<file path="config.mk">
export PLATFORM = sky130hd
export DESIGN_NAME = tag_cmp_flat
export DESIGN_NICKNAME = d
export VERILOG_FILES = /design/src/verilog/dcache_pkg.sv /design/src/verilog/dcache_ifs.sv /design/src/verilog/tag_cmp.sv /design/src/flat_wrapper.sv
export SDC_FILE = /design/constraint.sdc
export NUM_CORES = 1
export LEC_CHECK = 0
export CORE_AREA = 2 2 290 292
export CTS_CLUSTER_DIAMETER = 50
export DETAILED_ROUTE_END_ITERATION = 16
export DIE_AREA = 0 0 292 294
export DONT_BUFFER_PORTS = 1
export PLACE_DENSITY = 0.3
export SYNTH_ARGS = -nofsm -noshare
export SYNTH_HDL_FRONTEND = slang
export SYNTH_SLANG_ARGS = --single-unit
</file>
<file path="constraint.sdc">
create_clock -name clk_i -period 3.2 [get_ports clk_i]
set_input_delay 0.96 -clock clk_i [delete_from_list [all_inputs] [get_ports clk_i]]
set_output_delay 0.96 -clock clk_i [all_outputs]
set_load 0.05 [all_outputs]
</file>
<file path="src/verilog/dcache_pkg.sv">
package dcache_pkg;

  // --------------------
  // Cache geometry
  // --------------------
  localparam int WORD_W     = 32;
  localparam int ADDR_W     = 32;
  localparam int NUM_SETS   = 16;
  localparam int LINE_WORDS = 4;
  localparam int TAG_W      = 24;

  // Index and word offset widths
  localparam int IDX_W = $clog2(NUM_SETS);
  localparam int OFF_W = $clog2(LINE_WORDS);

  // Upper bound on associativity
  localparam int MAX_WAYS = 4;

  // --------------------
  // Miss request kinds
  // --------------------
  // Bit 0 set means a memory write
  // Bit 1 set means the cache is bypassed
  localparam logic [1:0] KIND_REFILL = 2'd0;
  localparam logic [1:0] KIND_WRITE  = 2'd1;
  localparam logic [1:0] KIND_BYP_RD = 2'd2;
  localparam logic [1:0] KIND_BYP_WR = 2'd3;

  // --------------------
  // Shared types
  // --------------------
  // Address as flat word or as cache fields
  typedef union packed {
    logic [ADDR_W-1:0] flat;
    struct packed {
      logic [TAG_W-1:0] tag;
      logic [IDX_W-1:0] index;
      logic [OFF_W-1:0] word;
      logic [1:0]       byte_off;
    } f;
  } cache_addr_u;

  // One cache line, word 0 in the low bits
  typedef logic [LINE_WORDS-1:0][WORD_W-1:0] cache_line_t;

  // One-hot way vector, low bits used when fewer ways
  typedef logic [MAX_WAYS-1:0] way_sel_t;

endpackage
</file>
<file path="src/verilog/dcache_ifs.sv">
// Controller to tag compare
interface lookup_if;
  import dcache_pkg::*;

  logic              valid;
  cache_addr_u       addr;
  logic              we;
  logic [WORD_W-1:0] wdata;
  // Compare result, done is a one-cycle pulse
  logic              done;
  logic              hit;
  way_sel_t          hit_way;
  logic [WORD_W-1:0] rdata;

  modport ctrl (output valid, addr, we, wdata, input done, hit, hit_way, rdata);
  modport cmp (input valid, addr, we, wdata, output done, hit, hit_way, rdata);
endinterface


// Miss handler write path into the arrays
interface fill_if;
  import dcache_pkg::*;

  logic             req;
  logic             gnt;
  logic [IDX_W-1:0] index;
  way_sel_t         way;
  logic [TAG_W-1:0] tag;
  logic             valid;
  cache_line_t      line;

  modport mh (output req, index, way, tag, valid, line, input gnt);
  modport cmp (input req, index, way, tag, valid, line, output gnt);
endinterface

// Single access port of the way arrays
interface array_if #(
  parameter int NUM_WAYS = 2
);
  import dcache_pkg::*;

  logic                             en;
  logic                             we;
  logic [IDX_W-1:0]                 index;
  way_sel_t                         way_sel;
  logic [TAG_W-1:0]                 wtag;
  logic                             wvalid;
  cache_line_t                      wline;
  // Word mask, zero writes the whole line
  logic [LINE_WORDS-1:0]            wword;
  logic [NUM_WAYS-1:0][TAG_W-1:0]   rtag;
  logic [NUM_WAYS-1:0]              rvalid;
  cache_line_t [NUM_WAYS-1:0]       rline;

  modport master (output en, we, index, way_sel, wtag, wvalid, wline, wword,
                  input rtag, rvalid, rline);
  modport slave (input en, we, index, way_sel, wtag, wvalid, wline, wword,
                 output rtag, rvalid, rline);
endinterface

</file>
<file path="src/verilog/tag_cmp.sv">
module tag_cmp #(
  parameter int NUM_WAYS = 2
) (
  input logic     clk_i,
  input logic     arst_n_i,
  lookup_if.cmp   lk,
  fill_if.cmp     fill,
  array_if.master arr
);
  import dcache_pkg::*;

  // Read issued, compare done, store word pending
  logic              rd_q;
  logic              done_q;
  logic              st_q;
  logic              lk_go;
  logic              busy;
  // Compare path
  way_sel_t          hit_vec;
  logic [WORD_W-1:0] hit_word;
  logic              hit_q;
  way_sel_t          way_q;
  logic [WORD_W-1:0] rdata_q;

  assign busy  = rd_q || done_q;
  // Fill requests win over lookups
  assign lk_go = lk.valid && !fill.req && !busy;

  // --------------------
  // Array port mux
  // --------------------
  always_comb begin
    arr.en      = 1'b0;
    arr.we      = 1'b0;
    arr.index   = lk.addr.f.index;
    arr.way_sel = way_q;
    arr.wtag    = fill.tag;
    arr.wvalid  = fill.valid;
    arr.wline   = {LINE_WORDS{lk.wdata}};
    arr.wword   = '0;
    fill.gnt    = 1'b0;
    if (st_q) begin
      // Store hit updates one word of the hit way
      arr.en    = 1'b1;
      arr.we    = 1'b1;
      arr.wword = LINE_WORDS'(1) << lk.addr.f.word;
    end else if (fill.req && !busy) begin
      arr.en      = 1'b1;
      arr.we      = 1'b1;
      arr.index   = fill.index;
      arr.way_sel = fill.way;
      arr.wline   = fill.line;
      fill.gnt    = 1'b1;
    end else if (lk_go) begin
      arr.en = 1'b1;
    end
  end

  // Tag and valid compare per way
  always_comb begin
    hit_vec  = '0;
    hit_word = '0;
    for (int w = 0; w < NUM_WAYS; w++) begin
      if (arr.rvalid[w] && arr.rtag[w] == lk.addr.f.tag) begin
        hit_vec[w] = 1'b1;
        hit_word   = arr.rline[w][lk.addr.f.word];
      end
    end
  end

  // --------------------
  // Pipeline registers
  // --------------------
  always_ff @(posedge clk_i or negedge arst_n_i) begin
    if (!arst_n_i) begin
      rd_q   <= 1'b0;
      done_q <= 1'b0;
      st_q   <= 1'b0;
    end else begin
      rd_q   <= lk_go;
      done_q <= rd_q;
      st_q   <= rd_q && lk.we && (|hit_vec);
    end
  end

  always_ff @(posedge clk_i) begin
    if (rd_q) begin
      hit_q   <= |hit_vec;
      way_q   <= hit_vec;
      rdata_q <= hit_word;
    end
  end

  assign lk.done    = done_q;
  assign lk.hit     = hit_q;
  assign lk.hit_way = way_q;
  assign lk.rdata   = rdata_q;

  // A line lives in at most one way
  a_hit_onehot : assert property (
    @(posedge clk_i) disable iff (!arst_n_i) $onehot0(lk.hit_way)
  );

endmodule

</file>
<file path="src/flat_wrapper.sv">
// flat-port wrapper written by rule: the top's interface ports become plain ports
module tag_cmp_flat import dcache_pkg::*;
#(
  parameter int NUM_WAYS = 2
)
  (clk_i, arst_n_i, lk_valid, lk_addr, lk_we, lk_wdata, lk_done, lk_hit, lk_hit_way, lk_rdata, fill_req, fill_index, fill_way, fill_tag, fill_valid, fill_line, fill_gnt, arr_en, arr_we, arr_index, arr_way_sel, arr_wtag, arr_wvalid, arr_wline, arr_wword, arr_rtag, arr_rvalid, arr_rline);
  lookup_if lk_i ();
  fill_if fill_i ();
  array_if #(.NUM_WAYS(NUM_WAYS)) arr_i ();
  input logic clk_i;
  input logic arst_n_i;
  input wire logic [$bits(lk_i.valid)-1:0] lk_valid;
  input wire logic [$bits(lk_i.addr)-1:0] lk_addr;
  input wire logic [$bits(lk_i.we)-1:0] lk_we;
  input wire logic [$bits(lk_i.wdata)-1:0] lk_wdata;
  output wire logic [$bits(lk_i.done)-1:0] lk_done;
  output wire logic [$bits(lk_i.hit)-1:0] lk_hit;
  output wire logic [$bits(lk_i.hit_way)-1:0] lk_hit_way;
  output wire logic [$bits(lk_i.rdata)-1:0] lk_rdata;
  input wire logic [$bits(fill_i.req)-1:0] fill_req;
  input wire logic [$bits(fill_i.index)-1:0] fill_index;
  input wire logic [$bits(fill_i.way)-1:0] fill_way;
  input wire logic [$bits(fill_i.tag)-1:0] fill_tag;
  input wire logic [$bits(fill_i.valid)-1:0] fill_valid;
  input wire logic [$bits(fill_i.line)-1:0] fill_line;
  output wire logic [$bits(fill_i.gnt)-1:0] fill_gnt;
  output wire logic [$bits(arr_i.en)-1:0] arr_en;
  output wire logic [$bits(arr_i.we)-1:0] arr_we;
  output wire logic [$bits(arr_i.index)-1:0] arr_index;
  output wire logic [$bits(arr_i.way_sel)-1:0] arr_way_sel;
  output wire logic [$bits(arr_i.wtag)-1:0] arr_wtag;
  output wire logic [$bits(arr_i.wvalid)-1:0] arr_wvalid;
  output wire logic [$bits(arr_i.wline)-1:0] arr_wline;
  output wire logic [$bits(arr_i.wword)-1:0] arr_wword;
  input wire logic [$bits(arr_i.rtag)-1:0] arr_rtag;
  input wire logic [$bits(arr_i.rvalid)-1:0] arr_rvalid;
  input wire logic [$bits(arr_i.rline)-1:0] arr_rline;
  assign lk_i.valid = lk_valid;
  assign lk_i.addr = lk_addr;
  assign lk_i.we = lk_we;
  assign lk_i.wdata = lk_wdata;
  assign lk_done = lk_i.done;
  assign lk_hit = lk_i.hit;
  assign lk_hit_way = lk_i.hit_way;
  assign lk_rdata = lk_i.rdata;
  assign fill_i.req = fill_req;
  assign fill_i.index = fill_index;
  assign fill_i.way = fill_way;
  assign fill_i.tag = fill_tag;
  assign fill_i.valid = fill_valid;
  assign fill_i.line = fill_line;
  assign fill_gnt = fill_i.gnt;
  assign arr_en = arr_i.en;
  assign arr_we = arr_i.we;
  assign arr_index = arr_i.index;
  assign arr_way_sel = arr_i.way_sel;
  assign arr_wtag = arr_i.wtag;
  assign arr_wvalid = arr_i.wvalid;
  assign arr_wline = arr_i.wline;
  assign arr_wword = arr_i.wword;
  assign arr_i.rtag = arr_rtag;
  assign arr_i.rvalid = arr_rvalid;
  assign arr_i.rline = arr_rline;
  tag_cmp #(.NUM_WAYS(NUM_WAYS)) u_core (.clk_i(clk_i), .arst_n_i(arst_n_i), .lk(lk_i), .fill(fill_i), .arr(arr_i));
endmodule
</file>
==> impl_metrics.yaml <==
yosys:
  synth.distinct_cells: 33
  netlist_area_sq_um: 5520
  ys_seq_area_share_pct: 20.4
  yosysWarnings: 0
  syn_inst: 631
  synth-seq-cells: 38
  syn_area_per_cell_sq_um: 8.75
critical_path:
  worstPathRequired_ns: 2.24
  slowest_stage: "or2_4"
  arrival_ns: 2.18
  crit_family: "simple AND/OR/NAND/NOR gates"
  path_max_fanout: 16
  cp-end-kind: "primary output"
  max_stage_delay_ns: 0.32
  cp_common_cell: "nand2_1"
  critPathLaunchType: "input pin"
  path_cells: "nand2_1 -> or2_4 -> buf_4 -> nand2_1 -> nand2_2 -> buf_12"
  crit_buf_inv: 2
  crit_type: "input pin to primary output"
finish:
  final_cell_mix: "182 x nand2_1, 130 x nand2_2, 85 x buf_12"
  final_common_cell: "nand2_1"
  multiInputGateArea_sq_um: 4340
  nets: 1202
  area_growth_pct: 59.4
  nFillCells: 9502
  drive_above_1_share_pct: 51.9
  regArea_sq_um: 1130
die:
  ios: 742
  design.die.area_sq_um: 85800
  fp-row-count: 106
  chipWidth_microns: 292
  die_h_microns: 294
  initial_core_util_pct: 6.66
  core_area_sq_um: 82900
global_routing:
  antenna_found_initial: 25
  grt_pass1_vias: 5702
  grt_max_degree: 69
  grt_use_total_pct: 9.33
  grt_first_pass_wirelength_microns: 53200
  grt_overflow: 0
timing:
  rsz0062_at_grt: "no"
  drv_slew: 0
  slew_headroom_pct: 49.4
  fin_crit_sh_pct: 98.3
  worst_pin_slew_ns: 0.761
  setup_violations: 0
  fin_ws_ns: 0.0552
  fmax_mhz: 318
  fin_crit_ns: 3.14
  skew_ns: 0.00867
  finalHoldViolations: 0
clock_tree:
  insertion_delay_ns: 0.32
  clkTransAtPathRegs_ns: 0.08
  htreeDepth: 2
  cts_hold_buf: 0
  postCtsResizedCells: 2
  cts_setup_buffers: 0
  cts-root-buf: "clkbuf_16"
  cts.sinks: 38
  tritoncts: "yes"
  cts.path.max_buffers: 2
  cts_buffers: 5
worst_hold_path:
  hold_path.class: "input pin to async pin"
power:
  p_per_area_nw_per_um2: 340
  ir_drop_mv: 0.151
  p_total_mw: 2.99
  p_leak_nw: 3.10
routing:
  wirelength_microns: 42200
  wl_per_cell_microns: 24.0
  drt.antenna.violating_nets: 0
  drt_pass1_iterations: 4
  vias_per_cell: 3.03
  num_vias: 5321
  drt_iter0_drc: 207
  drc: 0
place:
  hpwl_microns: 37800
  globalplace.congestion: 0.883
  post-place-ws_ns: -0.180
  io_buffers: 0
run_status:
  status: "completed"
flow_run:
  drv_cap: 0
[through the flow]
stage / setup TNS, ns / util [%] / cells / hold WS (ns) / area, sq um
finish: 0 / 10.6 / 1755 / 0.329 / 8800
global route: 0 / 10.6 / 1755 / 0.297 / 8800
global placement: -5.60 / 10.4 / 1739 / 0.469 / 8630
CTS: 0 / 10.6 / 1747 / 0.287 / 8780
floorplan: -0.104 / - / 632 / 0.664 / 5870
detailed placement: -6.33 / 10.4 / 1739 / 0.481 / 8630
[sequential cells by signal, indices dropped and copies added (netlist names)]
| register | count |
|---|---|
| u_core.st_q | 1 |
| u_core.lk.done | 1 |
| u_core.lk.hit | 1 |
| u_core.lk.rdata | 32 |
| u_core.rd_q | 1 |
| u_core.lk.hit_way | 2 |
[where the power goes]
part	internal (mW)	switching [mW]	total [mW]	leakage, nW
Combinational	0.672	1.11	1.78	2.69
Sequential	0.565	0.0924	0.657	0.345
Clock	0.287	0.269	0.555	0.0673
[area by class of cell]
cell class                 count  share of cell area, %
antenna                        8                  0.227
timing repair buffer          99                   20.5
inverter                       3                  0.213
clock inverter                 3                  0.185
multi-input combinational    519                   49.3
sequential                    38                   12.8
tap                         1080                   15.3
clock buffer                   5                   1.42
[metal layers]
layer	share of wire, %	GRT usage (%)
met1	37	10.1
met2	51	17.1
met3	9.5	3.09
met4	2.3	2.65
met5	0.064	0
[Yosys cell counts (all sizes together)]
cell type / number / area, sq um
and3b: 1 / 8.76
nor4: 5 / 37.5
nand3: 1 / 5.00
nand4: 7 / 50.1
nor2: 2 / 7.51
nor4b: 1 / 8.76
mux4: 64 / 1440
nor3: 2 / 10.0
and2: 2 / 12.5
nor3b: 33 / 398
nand2b: 1 / 6.26
or4: 1 / 7.51
edfxtp: 35 / 1050
nand2: 312 / 1170
xor2: 22 / 193
conb: 1 / 3.75
a21oi: 1 / 5.00
and3: 1 / 6.26
inv: 3 / 11.3
clkbuf: 25 / 93.8
buf: 47 / 314
mux2: 32 / 360
dfrtp: 3 / 75.1
xnor2: 26 / 228
or2: 3 / 18.8
[cell families (layout without fill, tap and decap cells)]
kind of cell | Yosys count | count (layout) | share of synthesized area, %
multiplexers | 96 | 96 | 32.6
flip-flops | 38 | 38 | 20.4
XOR/XNOR | 48 | 48 | 7.61
AO/OA/AOI/OAI | 1 | 1 | 0.0905
buffers and inverters | 75 | 110 | 7.59
AND/OR/NAND/NOR | 372 | 372 | 31.6
other | 1 | 10 | 0.0679
[worst paths after layout]
path | start | cells past startpoint | end | slack [ns]
setup / recovery | fill_req | 6 | arr_wline[86] | 0.06
hold reg to reg | u_core.rd_q | 1 | u_core.rd_q | 0.49
setup reg to reg | u_core.rd_q | 1 | u_core.lk.hit_way[0] | 1.89
hold / removal | arst_n_i | 0 | u_core.rd_q | 0.33
max in group asynchronous | arst_n_i | 0 | u_core.rd_q | 2.79
min in group clk_i | u_core.rd_q | 1 | u_core.rd_q | 0.49
Power figures use the tool's default switching activity.
