[config.mk]
export PLATFORM = sky130hd
export DESIGN_NAME = dcache_ctrl_flat
export DESIGN_NICKNAME = d
export VERILOG_FILES = /design/src/verilog/dcache_pkg.sv /design/src/verilog/dcache_ifs.sv /design/src/verilog/dcache_ctrl.sv /design/src/flat_wrapper.sv
export SDC_FILE = /design/constraint.sdc
export NUM_CORES = 1
export LEC_CHECK = 0
export ABC_AREA = 1
export BUFFER_PORTS_ARGS = -buffer_cell sky130_fd_sc_hd__buf_4
export CAP_MARGIN = 20
export CORE_AREA = 4 4 118 120
export CTS_BUF_LIST = sky130_fd_sc_hd__clkbuf_8
export CTS_CLUSTER_DIAMETER = 200
export DETAILED_ROUTE_END_ITERATION = 6
export DIE_AREA = 0 0 122 124
export HOLD_SLACK_MARGIN = 0.12
export PLACE_DENSITY = 0.7
export SETUP_SLACK_MARGIN = 0.15
export SYNTH_ARGS = -nofsm -noshare
export SYNTH_HDL_FRONTEND = slang
export SYNTH_SLANG_ARGS = --single-unit
[constraint.sdc]
create_clock -name clk_i -period 2.6 [get_ports clk_i]
set_input_delay 0.78 -clock clk_i [delete_from_list [all_inputs] [get_ports clk_i]]
set_output_delay 0.78 -clock clk_i [all_outputs]
set_load 0.005 [all_outputs]
[src/verilog/dcache_pkg.sv]
package dcache_pkg;

  // --------------------
  // Cache geometry
  // --------------------
  localparam int WORD_W     = 32;
  localparam int ADDR_W     = 32;
  localparam int NUM_SETS   = 16;
  localparam int LINE_WORDS = 4;
  localparam int TAG_W      = 24;

  // Index and word offset widths
  localparam int IDX_W = $clog2(NUM_SETS);
  localparam int OFF_W = $clog2(LINE_WORDS);

  // Upper bound on associativity
  localparam int MAX_WAYS = 4;

  // --------------------
  // Miss request kinds
  // --------------------
  // Bit 0 set means a memory write
  // Bit 1 set means the cache is bypassed
  localparam logic [1:0] KIND_REFILL = 2'd0;
  localparam logic [1:0] KIND_WRITE  = 2'd1;
  localparam logic [1:0] KIND_BYP_RD = 2'd2;
  localparam logic [1:0] KIND_BYP_WR = 2'd3;

  // --------------------
  // Shared types
  // --------------------
  // Address as flat word or as cache fields
  typedef union packed {
    logic [ADDR_W-1:0] flat;
    struct packed {
      logic [TAG_W-1:0] tag;
      logic [IDX_W-1:0] index;
      logic [OFF_W-1:0] word;
      logic [1:0]       byte_off;
    } f;
  } cache_addr_u;

  // One cache line, word 0 in the low bits
  typedef logic [LINE_WORDS-1:0][WORD_W-1:0] cache_line_t;

  // One-hot way vector, low bits used when fewer ways
  typedef logic [MAX_WAYS-1:0] way_sel_t;

endpackage
[src/verilog/dcache_ifs.sv]
// Controller to tag compare
interface lookup_if;
  import dcache_pkg::*;

  logic              valid;
  cache_addr_u       addr;
  logic              we;
  logic [WORD_W-1:0] wdata;
  // Compare result, done is a one-cycle pulse
  logic              done;
  logic              hit;
  way_sel_t          hit_way;
  logic [WORD_W-1:0] rdata;

  modport ctrl (output valid, addr, we, wdata, input done, hit, hit_way, rdata);
  modport cmp (input valid, addr, we, wdata, output done, hit, hit_way, rdata);
endinterface

// Controller to miss handler, four-phase
interface miss_if;
  import dcache_pkg::*;

  logic              req;
  logic [1:0]        kind;
  cache_addr_u       addr;
  logic [WORD_W-1:0] wdata;
  logic              ack;
  logic [WORD_W-1:0] rdata;

  modport ctrl (output req, kind, addr, wdata, input ack, rdata);
  modport mh (input req, kind, addr, wdata, output ack, rdata);
endinterface


[src/verilog/dcache_ctrl.sv]
module dcache_ctrl (
  input  logic                          clk_i,
  input  logic                          arst_n_i,
  input  logic                          enable_i,
  input  logic                          flush_busy_i,
  // Core four-phase port
  input  logic                          req_i,
  input  logic                          we_i,
  input  logic [dcache_pkg::ADDR_W-1:0] addr_i,
  input  logic [dcache_pkg::WORD_W-1:0] wdata_i,
  output logic                          ack_o,
  output logic [dcache_pkg::WORD_W-1:0] rdata_o,
  // Downstream stages
  lookup_if.ctrl                        lk,
  miss_if.ctrl                          miss
);
  import dcache_pkg::*;

  // FSM encoding
  localparam logic [2:0] S_IDLE   = 3'd0;
  localparam logic [2:0] S_LOOKUP = 3'd1;
  localparam logic [2:0] S_MISS   = 3'd2;
  localparam logic [2:0] S_ACK    = 3'd3;
  localparam logic [2:0] S_DROP   = 3'd4;

  logic [2:0]        state_q;
  logic [1:0]        kind_q;
  // Request held for the whole transaction
  cache_addr_u       addr_q;
  logic              we_q;
  logic [WORD_W-1:0] wdata_q;
  logic [WORD_W-1:0] rdata_q;

  // --------------------
  // Request FSM
  // --------------------
  always_ff @(posedge clk_i or negedge arst_n_i) begin
    if (!arst_n_i) begin
      state_q <= S_IDLE;
      kind_q  <= KIND_REFILL;
    end else begin
      case (state_q)
        S_IDLE: begin
          // No new request while a flush runs
          if (req_i && !flush_busy_i) begin
            if (enable_i) begin
              state_q <= S_LOOKUP;
            end else begin
              state_q <= S_MISS;
              kind_q  <= we_i ? KIND_BYP_WR : KIND_BYP_RD;
            end
          end
        end
        S_LOOKUP: begin
          if (lk.done) begin
            // Only a load hit finishes here
            if (lk.hit && !we_q) begin
              state_q <= S_DROP;
            end else begin
              state_q <= S_MISS;
              kind_q  <= we_q ? KIND_WRITE : KIND_REFILL;
            end
          end
        end
        S_MISS: begin
          if (miss.ack) begin
            state_q <= S_ACK;
          end
        end
        S_ACK: begin
          // Miss handler closes its handshake
          if (!miss.ack) begin
            state_q <= S_DROP;
          end
        end
        S_DROP: begin
          if (!req_i) begin
            state_q <= S_IDLE;
          end
        end
        default: state_q <= S_IDLE;
      endcase
    end
  end

  // Request capture and load data
  always_ff @(posedge clk_i) begin
    if (state_q == S_IDLE && req_i) begin
      addr_q.flat <= addr_i;
      we_q        <= we_i;
      wdata_q     <= wdata_i;
    end
    if (state_q == S_LOOKUP && lk.done) begin
      rdata_q <= lk.rdata;
    end
    if (state_q == S_MISS && miss.ack) begin
      rdata_q <= miss.rdata;
    end
  end

  // --------------------
  // Outputs
  // --------------------
  assign lk.valid   = (state_q == S_LOOKUP);
  assign lk.addr    = addr_q;
  assign lk.we      = we_q;
  assign lk.wdata   = wdata_q;

  assign miss.req   = (state_q == S_MISS);
  assign miss.kind  = kind_q;
  assign miss.addr  = addr_q;
  assign miss.wdata = wdata_q;

  // Ack held until the core drops req_i
  assign ack_o   = (state_q == S_DROP);
  assign rdata_o = rdata_q;

  // Core handshake order
  a_ack_needs_req : assert property (
    @(posedge clk_i) disable iff (!arst_n_i) $rose(ack_o) |-> req_i
  );

endmodule

[src/flat_wrapper.sv]
// flat-port wrapper written by rule: the top's interface ports become plain ports
module dcache_ctrl_flat import dcache_pkg::*;
  (clk_i, arst_n_i, enable_i, flush_busy_i, req_i, we_i, addr_i, wdata_i, ack_o, rdata_o, lk_valid, lk_addr, lk_we, lk_wdata, lk_done, lk_hit, lk_hit_way, lk_rdata, miss_req, miss_kind, miss_addr, miss_wdata, miss_ack, miss_rdata);
  lookup_if lk_i ();
  miss_if miss_i ();
  input  logic clk_i;
  input  logic arst_n_i;
  input  logic enable_i;
  input  logic flush_busy_i;
  input  logic req_i;
  input  logic we_i;
  input  logic [dcache_pkg::ADDR_W-1:0] addr_i;
  input  logic [dcache_pkg::WORD_W-1:0] wdata_i;
  output logic ack_o;
  output logic [dcache_pkg::WORD_W-1:0] rdata_o;
  output wire logic [$bits(lk_i.valid)-1:0] lk_valid;
  output wire logic [$bits(lk_i.addr)-1:0] lk_addr;
  output wire logic [$bits(lk_i.we)-1:0] lk_we;
  output wire logic [$bits(lk_i.wdata)-1:0] lk_wdata;
  input wire logic [$bits(lk_i.done)-1:0] lk_done;
  input wire logic [$bits(lk_i.hit)-1:0] lk_hit;
  input wire logic [$bits(lk_i.hit_way)-1:0] lk_hit_way;
  input wire logic [$bits(lk_i.rdata)-1:0] lk_rdata;
  output wire logic [$bits(miss_i.req)-1:0] miss_req;
  output wire logic [$bits(miss_i.kind)-1:0] miss_kind;
  output wire logic [$bits(miss_i.addr)-1:0] miss_addr;
  output wire logic [$bits(miss_i.wdata)-1:0] miss_wdata;
  input wire logic [$bits(miss_i.ack)-1:0] miss_ack;
  input wire logic [$bits(miss_i.rdata)-1:0] miss_rdata;
  assign lk_valid = lk_i.valid;
  assign lk_addr = lk_i.addr;
  assign lk_we = lk_i.we;
  assign lk_wdata = lk_i.wdata;
  assign lk_i.done = lk_done;
  assign lk_i.hit = lk_hit;
  assign lk_i.hit_way = lk_hit_way;
  assign lk_i.rdata = lk_rdata;
  assign miss_req = miss_i.req;
  assign miss_kind = miss_i.kind;
  assign miss_addr = miss_i.addr;
  assign miss_wdata = miss_i.wdata;
  assign miss_i.ack = miss_ack;
  assign miss_i.rdata = miss_rdata;
  dcache_ctrl u_core (.clk_i(clk_i), .arst_n_i(arst_n_i), .enable_i(enable_i), .flush_busy_i(flush_busy_i), .req_i(req_i), .we_i(we_i), .addr_i(addr_i), .wdata_i(wdata_i), .ack_o(ack_o), .rdata_o(rdata_o), .lk(lk_i), .miss(miss_i));
endmodule
==> results.sh <==
export IMPL_synth_top_area_cell="edfxtp_1"
export IMPL_synthesis_nets=473
export IMPL_insertion_delay_ns=0.38
export IMPL_drt_initial_drc_count=221
export IMPL_dr_total_vias=3315
export IMPL_grt_max_degree=50
export IMPL_cts_setup_buffers=0
export IMPL_synth_avg_cell_area_um2=12.87
export IMPL_layout_drive_gt1_share=0.5699
export IMPL_ant_nets=0
export IMPL_critPathMaxFanout=6
export IMPL_core_rowCount=42
export IMPL_slowest_delay_ns=0.45
export IMPL_antenna_found_initial=0
export IMPL_power_density_nw_per_um2=908.8
export IMPL_min_period_over_period=0.8898
export IMPL_synth_common_cells="edfxtp_1 (97), nand2_1 (83), buf_4 (67)"
export IMPL_yosysMostFrequentCell="edfxtp_1"
export IMPL_setup_viol=0
export IMPL_fin_crit_ns=2.313
export IMPL_r2r_start="u_core.state_q[1]$_DFFE_PN0P_"
export IMPL_synth_top_family_by_area="simple AND/OR/NAND/NOR gates"
export IMPL_synth_seq_cells=102
export IMPL_cts_htree_levels=3
export IMPL_critical_path_class="flop to primary output"
export IMPL_status="finished, final reports clean"
export IMPL_fp_dieH_um=124
export IMPL_diodes=0
export IMPL_syn_to_final_growth_pct=51.22
export IMPL_cpLargestDelayFamily="simple AND/OR/NAND/NOR gates"
export IMPL_slew_limit_headroom=0.7142
export IMPL_synth_area_mux_share=0
export IMPL_grt_pass1_wl_um=18050
export IMPL_dr_pass1_iters=4
export IMPL_synth_top_area_frac=0.6817
export IMPL_ctsRootBufferMaster="clkbuf_8"
export IMPL_grt_pass1_vias=3265
export IMPL_critPathLaunchType="flop"
export IMPL_cp_slowest_cell="dfrtp_1"
export IMPL_dieArea_um2=15130
export IMPL_hold_path_class="primary input to asynchronous set/reset pin"
export IMPL_cts_hold_buf=0
export IMPL_fin_setup_tns_ns=0
export IMPL_rsz0062_at_grt="false"
export IMPL_synth_cell_type_count=22
export IMPL_vias_per_cell=4.391
export IMPL_startpoint="u_core.state_q[1]$_DFFE_PN0P_"
export IMPL_synth_xor_xnor_area_share=0
export IMPL_syn_area_um2=4273
export IMPL_crit_required_ns=1.82
export IMPL_place_hpwl_um=10460
export IMPL_vdd_drop_max_v=0.0005747
export IMPL_synth_top_flop_cell="edfxtp_1"
export IMPL_finalHoldViolations=0
export IMPL_grt_overflow_total=0
export IMPL_netlist_instances=332
export IMPL_cts_tree="done"
export IMPL_synth_adder_area_share=0
export IMPL_ys_seq_area_frac=0.7110
export IMPL_die_width_um=122
export IMPL_wl_um=12880
export IMPL_wire_per_inst_um=17.06
export IMPL_fmax_mhz=432.3
export IMPL_portBuffers=302
export IMPL_synthArstFlopShare=0.04902
export IMPL_synth_warnings=0
export IMPL_crit_path_cell_trace="nor2_1 > nand2_1 > inv_1 > buf_4"
export IMPL_synth_compound_area_share=0.007028
export IMPL_critPathCaptureType="primary output"
export IMPL_crit_arrival_ns=1.53
export IMPL_ctsLongestPathBuffers=2
export IMPL_clk_pin_slew_ns=0.10
export IMPL_place_gp_congestion=0.8556
export IMPL_worst_pin_slew_ns=0.4287
export IMPL_fillCellCount=1172
export IMPL_cts_buffers=9
export IMPL_yosys_area_share_simple=0.1411
export IMPL_p_leak_nw=3.011
export IMPL_drcViolationCount=0
export IMPL_grt_usage=0.1614
export IMPL_start_util=0.3292
export IMPL_num_nets_final=715
export IMPL_cts_sinks=102
export IMPL_slew_viol_final=0
export IMPL_coreArea_um2=12980
export IMPL_fin_skew_ns=0.01271
export IMPL_fin_util=0.4978
export IMPL_cts_resized_gates=0
export IMPL_drv_cap=0
export IMPL_synth_edff_count=97
export IMPL_ys_top_cells_by_area="edfxtp_1 (68%), buf_4 (12%), nand2_1 (7.3%)"
export IMPL_worst_path_buf_inv=2
export IMPL_io_pins=307
==> cells in the final DEF, fill, tap and decap left out, types with 2 or more instances in the layout <==
cell,count
nand2_1,83
buf_4,305
o21bai_1,2
o21ai_0,2
inv_2,2
dfrtp_1,5
nor2_1,4
inv_6,2
edfxtp_1,97
clkbuf_8,9
nand3_1,45
inv_1,8
nor3_1,2
==> registers in the layout, summed over array words and instances, names as in the netlist <==
name / cells
u_core.state_q: 3
u_core.lk.we: 1
u_core.lk.wdata: 32
u_core.rdata_o: 32
u_core.miss.kind: 2
u_core.lk.addr: 32
==> worst register-to-register path, stage by stage, from the launching register on <==
cell and delay [ns]:
dfrtp_1 0.45, inv_2 0.08, nor2_4 0.12, nand2_2 0.10, inv_4 0.09, nand2_4 0.20
o21ai_4 0.12, buf_4 0.39
==> metal layers <==
layer / GRT usage / vias up / wire, µm
met5: 0 / - / 0
met4: 0.06933 / 0 / 227
met3: 0.06176 / 14 / 1438
met2: 0.2852 / 208 / 6918
met1: 0.1726 / 1538 / 4298
li1: - / 1555 / -
==> logic make-up (layout without fill, tap and decap cells) <==
logic type,count (synthesis),in the layout
buffers and inverters,86,333
AOI/OAI and AO/OA,5,5
and+or+nand+nor,139,139
DFF,102,102
==> worst paths after layout <==
kind | to | slack, ns | depth (start not counted)
min in group clk_i | u_core.miss.kind[0]$_DFFE_PN0P_ | 0.50 | 2
hold reg to reg | u_core.miss.kind[0]$_DFFE_PN0P_ | 0.50 | 2
setup / recovery | lk_valid | 0.29 | 4
max in group asynchronous | u_core.state_q[0]$_DFFE_PN0P_ | 2.30 | 1
setup reg to reg | u_core.rdata_o[6]$_DFFE_PP_ | 0.69 | 7
hold / removal | u_core.miss.kind[1]$_DFFE_PN0P_ | 0.18 | 1
==> power by group <==
| group | switching (mW) | internal (mW) |
|---|---|---|
| Clock | 0.587 | 0.459 |
| Sequential | 0.238 | 2.42 |
| Combinational | 1.11 | 1.06 |
| Total | 1.93 | 3.94 |
==> per-stage QoR <==
step	power [mW]	cells	cell area, µm²	setup WS, ns	hold WS [ns]
2_1_floorplan	3.760	332	4278	0.4880	0.4647
3_3_place_gp	4.820	739	6257	0.6053	0.4655
3_5_place_dp	4.903	739	6257	0.5752	0.4770
4_1_cts	5.960	755	6461	0.2592	0.1506
5_1_grt	6.240	755	6461	0.1507	0.1473
6_report	5.872	755	6461	0.2865	0.1827
==> area by class of cell <==
class | count | area (µm²) | area share
Tap cell | 176 | 220.2 | 0.03408
Sequential cell | 102 | 3038 | 0.4702
Timing Repair Buffer | 306 | 2310 | 0.3575
Clock inverter | 7 | 80.08 | 0.01239
Multi-Input combinational cell | 144 | 645.6 | 0.09992
Clock buffer | 9 | 123.9 | 0.01917
Inverter | 11 | 43.79 | 0.006778
No activity file was read; power rests on OpenSTA's default activity.
