$ cat config.mk
export PLATFORM = sky130hd
export DESIGN_NAME = miss_handler_flat
export DESIGN_NICKNAME = d
export VERILOG_FILES = /design/src/verilog/dcache_pkg.sv /design/src/verilog/dcache_ifs.sv /design/src/verilog/miss_handler.sv /design/src/flat_wrapper.sv
export SDC_FILE = /design/constraint.sdc
export NUM_CORES = 1
export LEC_CHECK = 0
export ABC_AREA = 1
export BUFFER_PORTS_ARGS = -buffer_cell sky130_fd_sc_hd__buf_2
export CELL_PAD_IN_SITES_DETAIL_PLACEMENT = 0
export CELL_PAD_IN_SITES_GLOBAL_PLACEMENT = 1
export CORE_AREA = 2 2 155 157
export CTS_CLUSTER_DIAMETER = 120
export DETAILED_ROUTE_END_ITERATION = 6
export DIE_AREA = 0 0 157 159
export PLACE_DENSITY_LB_ADDON = 0.1
export SLEW_MARGIN = 20
export SYNTH_ARGS = -nofsm -noshare
export SYNTH_HDL_FRONTEND = slang
export SYNTH_SLANG_ARGS = --single-unit
export TNS_END_PERCENT = 30
$ cat constraint.sdc
create_clock -name clk_i -period 3.15 [get_ports clk_i]
set_input_delay 0.1575 -clock clk_i [delete_from_list [all_inputs] [get_ports clk_i]]
set_output_delay 0.1575 -clock clk_i [all_outputs]
set_load 0.03 [all_outputs]
$ cat src/verilog/dcache_pkg.sv
package dcache_pkg;

  // --------------------
  // Cache geometry
  // --------------------
  localparam int WORD_W     = 32;
  localparam int ADDR_W     = 32;
  localparam int NUM_SETS   = 16;
  localparam int LINE_WORDS = 4;
  localparam int TAG_W      = 24;

  // Index and word offset widths
  localparam int IDX_W = $clog2(NUM_SETS);
  localparam int OFF_W = $clog2(LINE_WORDS);

  // Upper bound on associativity
  localparam int MAX_WAYS = 4;

  // --------------------
  // Miss request kinds
  // --------------------
  // Bit 0 set means a memory write
  // Bit 1 set means the cache is bypassed
  localparam logic [1:0] KIND_REFILL = 2'd0;
  localparam logic [1:0] KIND_WRITE  = 2'd1;
  localparam logic [1:0] KIND_BYP_RD = 2'd2;
  localparam logic [1:0] KIND_BYP_WR = 2'd3;

  // --------------------
  // Shared types
  // --------------------
  // Address as flat word or as cache fields
  typedef union packed {
    logic [ADDR_W-1:0] flat;
    struct packed {
      logic [TAG_W-1:0] tag;
      logic [IDX_W-1:0] index;
      logic [OFF_W-1:0] word;
      logic [1:0]       byte_off;
    } f;
  } cache_addr_u;

  // One cache line, word 0 in the low bits
  typedef logic [LINE_WORDS-1:0][WORD_W-1:0] cache_line_t;

  // One-hot way vector, low bits used when fewer ways
  typedef logic [MAX_WAYS-1:0] way_sel_t;

endpackage
$ cat src/verilog/dcache_ifs.sv


// Controller to miss handler, four-phase
interface miss_if;
  import dcache_pkg::*;

  logic              req;
  logic [1:0]        kind;
  cache_addr_u       addr;
  logic [WORD_W-1:0] wdata;
  logic              ack;
  logic [WORD_W-1:0] rdata;

  modport ctrl (output req, kind, addr, wdata, input ack, rdata);
  modport mh (input req, kind, addr, wdata, output ack, rdata);
endinterface

// Miss handler write path into the arrays
interface fill_if;
  import dcache_pkg::*;

  logic             req;
  logic             gnt;
  logic [IDX_W-1:0] index;
  way_sel_t         way;
  logic [TAG_W-1:0] tag;
  logic             valid;
  cache_line_t      line;

  modport mh (output req, index, way, tag, valid, line, input gnt);
  modport cmp (input req, index, way, tag, valid, line, output gnt);
endinterface


$ cat src/verilog/miss_handler.sv
module miss_handler #(
  parameter int NUM_WAYS = 2
) (
  input  logic                          clk_i,
  input  logic                          arst_n_i,
  // Flush four-phase
  input  logic                          flush_i,
  output logic                          flush_ack_o,
  output logic                          flush_busy_o,
  // Controller and array paths
  miss_if.mh                            miss,
  fill_if.mh                            fill,
  // Memory four-phase port
  output logic                          mem_req_o,
  output logic                          mem_we_o,
  output logic [dcache_pkg::ADDR_W-1:0] mem_addr_o,
  output logic [dcache_pkg::WORD_W-1:0] mem_wdata_o,
  input  logic                          mem_ack_i,
  input  logic [dcache_pkg::WORD_W-1:0] mem_rdata_i
);
  import dcache_pkg::*;

  localparam int       WAY_W    = (NUM_WAYS > 1) ? $clog2(NUM_WAYS) : 1;
  localparam way_sel_t ALL_WAYS = way_sel_t'((1 << NUM_WAYS) - 1);

  // FSM encoding
  localparam logic [2:0] M_IDLE  = 3'd0;
  localparam logic [2:0] M_MREQ  = 3'd1;
  localparam logic [2:0] M_MDROP = 3'd2;
  localparam logic [2:0] M_FILL  = 3'd3;
  localparam logic [2:0] M_ACK   = 3'd4;
  localparam logic [2:0] M_FLUSH = 3'd5;
  localparam logic [2:0] M_FACK  = 3'd6;

  logic [2:0]                     state_q;
  logic [OFF_W-1:0]               cnt_q;
  logic [IDX_W-1:0]               fidx_q;
  // Round-robin victim pointer per set
  logic [NUM_SETS-1:0][WAY_W-1:0] rr_q;
  cache_line_t                    buf_q;
  logic [WORD_W-1:0]              rdata_q;
  logic                           refill;
  logic [IDX_W-1:0]               idx;
  way_sel_t                       victim;

  assign refill = (miss.kind == KIND_REFILL);
  assign idx    = miss.addr.f.index;
  assign victim = way_sel_t'(1) << rr_q[idx];

  // --------------------
  // Sequencer
  // --------------------
  always_ff @(posedge clk_i or negedge arst_n_i) begin
    if (!arst_n_i) begin
      state_q <= M_IDLE;
      cnt_q   <= '0;
      fidx_q  <= '0;
      rr_q    <= '0;
    end else begin
      case (state_q)
        M_IDLE: begin
          cnt_q  <= '0;
          fidx_q <= '0;
          // Pending miss goes before a flush
          if (miss.req) begin
            state_q <= M_MREQ;
          end else if (flush_i) begin
            state_q <= M_FLUSH;
          end
        end
        M_MREQ: begin
          if (mem_ack_i) begin
            state_q <= M_MDROP;
          end
        end
        M_MDROP: begin
          if (!mem_ack_i) begin
            if (!refill) begin
              state_q <= M_ACK;
            end else if (cnt_q == OFF_W'(LINE_WORDS - 1)) begin
              state_q <= M_FILL;
            end else begin
              cnt_q   <= cnt_q + 1'b1;
              state_q <= M_MREQ;
            end
          end
        end
        M_FILL: begin
          if (fill.gnt) begin
            if (rr_q[idx] == WAY_W'(NUM_WAYS - 1)) begin
              rr_q[idx] <= '0;
            end else begin
              rr_q[idx] <= rr_q[idx] + 1'b1;
            end
            state_q <= M_ACK;
          end
        end
        M_ACK: begin
          if (!miss.req) begin
            state_q <= M_IDLE;
          end
        end
        M_FLUSH: begin
          // One invalidate per set across all ways
          if (fill.gnt) begin
            fidx_q <= fidx_q + 1'b1;
            if (fidx_q == IDX_W'(NUM_SETS - 1)) begin
              state_q <= M_FACK;
            end
          end
        end
        M_FACK: begin
          if (!flush_i) begin
            state_q <= M_IDLE;
          end
        end
        default: state_q <= M_IDLE;
      endcase
    end
  end

  // Line buffer and requested word
  always_ff @(posedge clk_i) begin
    if (state_q == M_MREQ && mem_ack_i) begin
      buf_q[cnt_q] <= mem_rdata_i;
      if (!refill || cnt_q == miss.addr.f.word) begin
        rdata_q <= mem_rdata_i;
      end
    end
  end

  // --------------------
  // Outputs
  // --------------------
  assign mem_req_o   = (state_q == M_MREQ);
  assign mem_we_o    = miss.kind[0];
  assign mem_addr_o  = refill ? {miss.addr.f.tag, idx, cnt_q, 2'b00} : miss.addr.flat;
  assign mem_wdata_o = miss.wdata;

  assign fill.req    = (state_q == M_FILL) || (state_q == M_FLUSH);
  assign fill.index  = (state_q == M_FLUSH) ? fidx_q : idx;
  assign fill.way    = (state_q == M_FLUSH) ? ALL_WAYS : victim;
  assign fill.tag    = miss.addr.f.tag;
  assign fill.valid  = (state_q != M_FLUSH);
  assign fill.line   = buf_q;

  assign miss.ack    = (state_q == M_ACK);
  assign miss.rdata  = rdata_q;

  assign flush_ack_o  = (state_q == M_FACK);
  assign flush_busy_o = flush_i || (state_q == M_FLUSH) || flush_ack_o;

  // Memory request and its fields held until acked
  a_mem_req_held : assert property (
    @(posedge clk_i) disable iff (!arst_n_i)
      (mem_req_o && !mem_ack_i) |=> (mem_req_o && $stable(mem_addr_o)
                                     && $stable(mem_we_o) && $stable(mem_wdata_o))
  );

endmodule

$ cat src/flat_wrapper.sv
// flat-port wrapper written by rule: the top's interface ports become plain ports
module miss_handler_flat import dcache_pkg::*;
#(
  parameter int NUM_WAYS = 2
)
  (clk_i, arst_n_i, flush_i, flush_ack_o, flush_busy_o, mem_req_o, mem_we_o, mem_addr_o, mem_wdata_o, mem_ack_i, mem_rdata_i, miss_req, miss_kind, miss_addr, miss_wdata, miss_ack, miss_rdata, fill_req, fill_index, fill_way, fill_tag, fill_valid, fill_line, fill_gnt);
  miss_if miss_i ();
  fill_if fill_i ();
  input  logic clk_i;
  input  logic arst_n_i;
  input  logic flush_i;
  output logic flush_ack_o;
  output logic flush_busy_o;
  output logic mem_req_o;
  output logic mem_we_o;
  output logic [dcache_pkg::ADDR_W-1:0] mem_addr_o;
  output logic [dcache_pkg::WORD_W-1:0] mem_wdata_o;
  input  logic mem_ack_i;
  input  logic [dcache_pkg::WORD_W-1:0] mem_rdata_i;
  input wire logic [$bits(miss_i.req)-1:0] miss_req;
  input wire logic [$bits(miss_i.kind)-1:0] miss_kind;
  input wire logic [$bits(miss_i.addr)-1:0] miss_addr;
  input wire logic [$bits(miss_i.wdata)-1:0] miss_wdata;
  output wire logic [$bits(miss_i.ack)-1:0] miss_ack;
  output wire logic [$bits(miss_i.rdata)-1:0] miss_rdata;
  output wire logic [$bits(fill_i.req)-1:0] fill_req;
  output wire logic [$bits(fill_i.index)-1:0] fill_index;
  output wire logic [$bits(fill_i.way)-1:0] fill_way;
  output wire logic [$bits(fill_i.tag)-1:0] fill_tag;
  output wire logic [$bits(fill_i.valid)-1:0] fill_valid;
  output wire logic [$bits(fill_i.line)-1:0] fill_line;
  input wire logic [$bits(fill_i.gnt)-1:0] fill_gnt;
  assign miss_i.req = miss_req;
  assign miss_i.kind = miss_kind;
  assign miss_i.addr = miss_addr;
  assign miss_i.wdata = miss_wdata;
  assign miss_ack = miss_i.ack;
  assign miss_rdata = miss_i.rdata;
  assign fill_req = fill_i.req;
  assign fill_index = fill_i.index;
  assign fill_way = fill_i.way;
  assign fill_tag = fill_i.tag;
  assign fill_valid = fill_i.valid;
  assign fill_line = fill_i.line;
  assign fill_i.gnt = fill_gnt;
  miss_handler #(.NUM_WAYS(NUM_WAYS)) u_core (.clk_i(clk_i), .arst_n_i(arst_n_i), .flush_i(flush_i), .flush_ack_o(flush_ack_o), .flush_busy_o(flush_busy_o), .miss(miss_i), .fill(fill_i), .mem_req_o(mem_req_o), .mem_we_o(mem_we_o), .mem_addr_o(mem_addr_o), .mem_wdata_o(mem_wdata_o), .mem_ack_i(mem_ack_i), .mem_rdata_i(mem_rdata_i));
endmodule
==> flow_summary.toml <==
[timing]
worst_slew_pin_slew_ps = 799
worst_hold_slack_ps = 120
max_freq_ghz = 0.451
rsz0062_at_grt = "false"
finalSetupTns_ps = 0
finalSetupViolations = 0
maxSlewViolCount = 0
finalCriticalPeriod_ps = 2220
finalCritPeriodShare_pct = 70.5
final_hold_viol_count = 0
skew_ps = 11.3
slew_headroom_pct = 46.5

[status]
status = "finished, final reports clean"

[synthesis]
ys_ff_latch = 185
synthTopCellsByArea = "edfxtp_1, buf_4, dfrtp_1"
yosys.area.top_type = "edfxtp_1"
syn_inst = 537
ys_seq_area_share_pct = 73.7
ys_types = 30
syn_avg_cell_area_sq_um = 13.7
synth_top_area_share_pct = 65.3
synthesis.area_sq_mm = 0.00736
synth.yosys.warnings = 0

[power_and_ir_drop]
finalPower_mw = 6.20
leakage_nw = 3.89
peakVddDrop_v = 0.000348
power_density_mw_per_mm2 = 674

[placed_design]
port_buffers = 228
place_inst = 999
gp_congestion = 0.750
hpwl_um = 12200

[critical_path]
slowest_stage = "dfrtp_1"
arrival_ps = 2280
rr_worst_depth = 5
cp-start-kind = "flip-flop"
cp.required_ps = 3210
critPathKind = "reg2reg"
end_kind = "flip-flop"
cpPeakStageDelay_ps = 580
critPathMaxFanout = 32
crit_chain = "nand2_2 > nor2_1 > nand2_1 > a21oi_4 > buf_4"

[clock_network]
cts_tree = "built"
cts_buffer_depth = 2
cts_setup_buffers = 0
clkSinkCount = 185
ctsHoldBuffers = 33
h-tree-depth = 4
cts_buffers = 17
clkTransAtPathRegs_ps = 70
root_buffer = "clkbuf_16"
clkLatencyLatePin_ps = 420
cts_resized = 0

[global_routing]
grt_max_degree = 33
grt_overflow = 0
grt_pass1_wl_um = 25400
grt_pass1_vias = 4336
antenna_found_initial = 1
track_usage_pct = 13.6

[floorplan]
die_area_sq_mm = 0.0250
core.rowCount = 56
die_h_um = 159
initial_core_util_pct = 31.7
die_w_um = 157
io_pins = 367
coreArea_sq_mm = 0.0232

[cells_and_area]
seq_area_sq_mm = 0.00543
syn2layout_area_growth_pct = 25.0
layout-drive-gt1-share_pct = 42.2
fillCellCount = 2195
nNetsFinal = 841
multi_input_comb_area_sq_mm = 0.00109
finalNonFillerCells = 1064

[detailed_routing]
vias = 4441
vias_per_cell = 4.17
remaining_drc_errors = 0
wl_per_cell_um = 16.3
drtIter0Drc = 177
drt.antenna.violating_nets = 0
drt_pre_antenna_iters = 4
totalWireLength_um = 17300

[worst_hold_path]
min_path_type = "in2reg"
holdPathStages = 4

[job]
maxCapViolCount = 0
==> flip-flops by register name (all words and copies together), names as in the netlist <==
| register | cells |
|---|---|
| u_core.state_q | 3 |
| u_core.miss.rdata | 32 |
| u_core.rr_q | 16 |
| u_core.cnt_q | 2 |
| u_core.fidx_q | 4 |
| u_core.fill.line | 128 |
==> power breakdown <==
group	switching, mW	internal, mW
registers	0.118	2.88
clock network	0.983	1.06
logic	0.837	0.324
total	1.94	4.26
==> critical path, delay by kind of cell, from the launching register on <==
family	cells	cell delay, ps
compound gates	1	200
buf+inv	1	430
flops	1	580
simple gates	3	610
==> worst paths after layout <==
kind,slack [ps],from,to
hold reg to reg,580,u_core.fidx_q[3],u_core.fidx_q[3]
min in group asynchronous,300,arst_n_i,u_core.rr_q[11]
setup / recovery,930,u_core.state_q[0],u_core.miss.rdata[22]
setup reg to reg,930,u_core.state_q[0],u_core.miss.rdata[22]
max in group asynchronous,2430,arst_n_i,u_core.rr_q[4]
hold / removal,120,fill_gnt,u_core.fidx_q[1]
==> cells in the final DEF (no fill, tap or decap), drive strengths merged <==
| master | n |
|---|---|
| and2 | 1 |
| clkinv | 6 |
| nand3 | 10 |
| conb | 2 |
| nand3b | 1 |
| diode | 1 |
| clkinvlp | 1 |
| buf | 233 |
| nor3 | 8 |
| dfrtp | 25 |
| nand4 | 1 |
| dlygate4sd3 | 33 |
| clkbuf | 17 |
| o21ai | 14 |
| edfxtp | 160 |
| o21a | 1 |
| a21oi | 4 |
| inv | 59 |
| a31oi | 1 |
| nand2 | 107 |
| ha | 5 |
| nor4 | 1 |
| xnor2 | 1 |
| nor2 | 53 |
==> cells by family (layout without fill, tap and decap cells) <==
family | after synthesis | count (layout) | synth area share [%]
adder cells (fa/ha/maj) | 5 | 5 | 0.850
XOR/XNOR | 1 | 1 | 0.119
other | 1 | 3 | 0.0509
AND/OR/NAND/NOR | 182 | 182 | 11.8
buffers and inverters | 143 | 349 | 12.1
flip-flops | 185 | 185 | 73.7
AO/OA/AOI/OAI | 20 | 20 | 1.41
==> area by class of cell <==
class / instances / area share [%]
clock inverters: 14 / 1.67
well taps: 319 / 4.34
repair buffers: 266 / 16.4
inverters: 52 / 2.12
multi-input cells: 210 / 11.8
clock buffers: 17 / 4.62
flip-flops and latches: 185 / 59.0
diodes: 1 / 0.0272
==> metal layers <==
metal | global-route usage [%] | wire length [um] | vias up
met3 | 3.40 | 1290 | 31
met2 | 22.6 | 8360 | 222
met1 | 16.9 | 7430 | 2098
met5 | 0 | 0 | -
met4 | 5.21 | 243 | 0
li1 | - | - | 2090
==> stage by stage <==
step | setup slack, ps | area [sq um] | util, %
finish | 930 | 9210 | 39.7
global route | 738 | 9210 | 39.7
CTS | 902 | 9200 | 39.7
detailed placement | 931 | 8290 | 35.8
global placement | 977 | 8290 | 35.8
floorplan | -35.8 | 7370 | -
==> cell usage after synthesis <==
master      n
a21oi_1     4
edfxtp_1  160
nor4_1      1
nor2_1     31
nand4_2     1
o21ai_0     7
nand3_2     1
o21ai_1     7
nor3_2      6
inv_2       5
xnor2_1     1
nand2_2     8
o21a_1      1
ha_1        5
buf_2       1
nor3_1      1
nand2_4     1
inv_1      47
a31oi_1     1
conb_1      1
nand3_1     9
buf_12      1
nand3b_1    1
dfrtp_1    25
buf_4      89
and2_1      1
nand2_1    98
nor2_8      1
nor2_2     21
nor3_4      1
No activity file was read; power rests on OpenSTA's default activity.
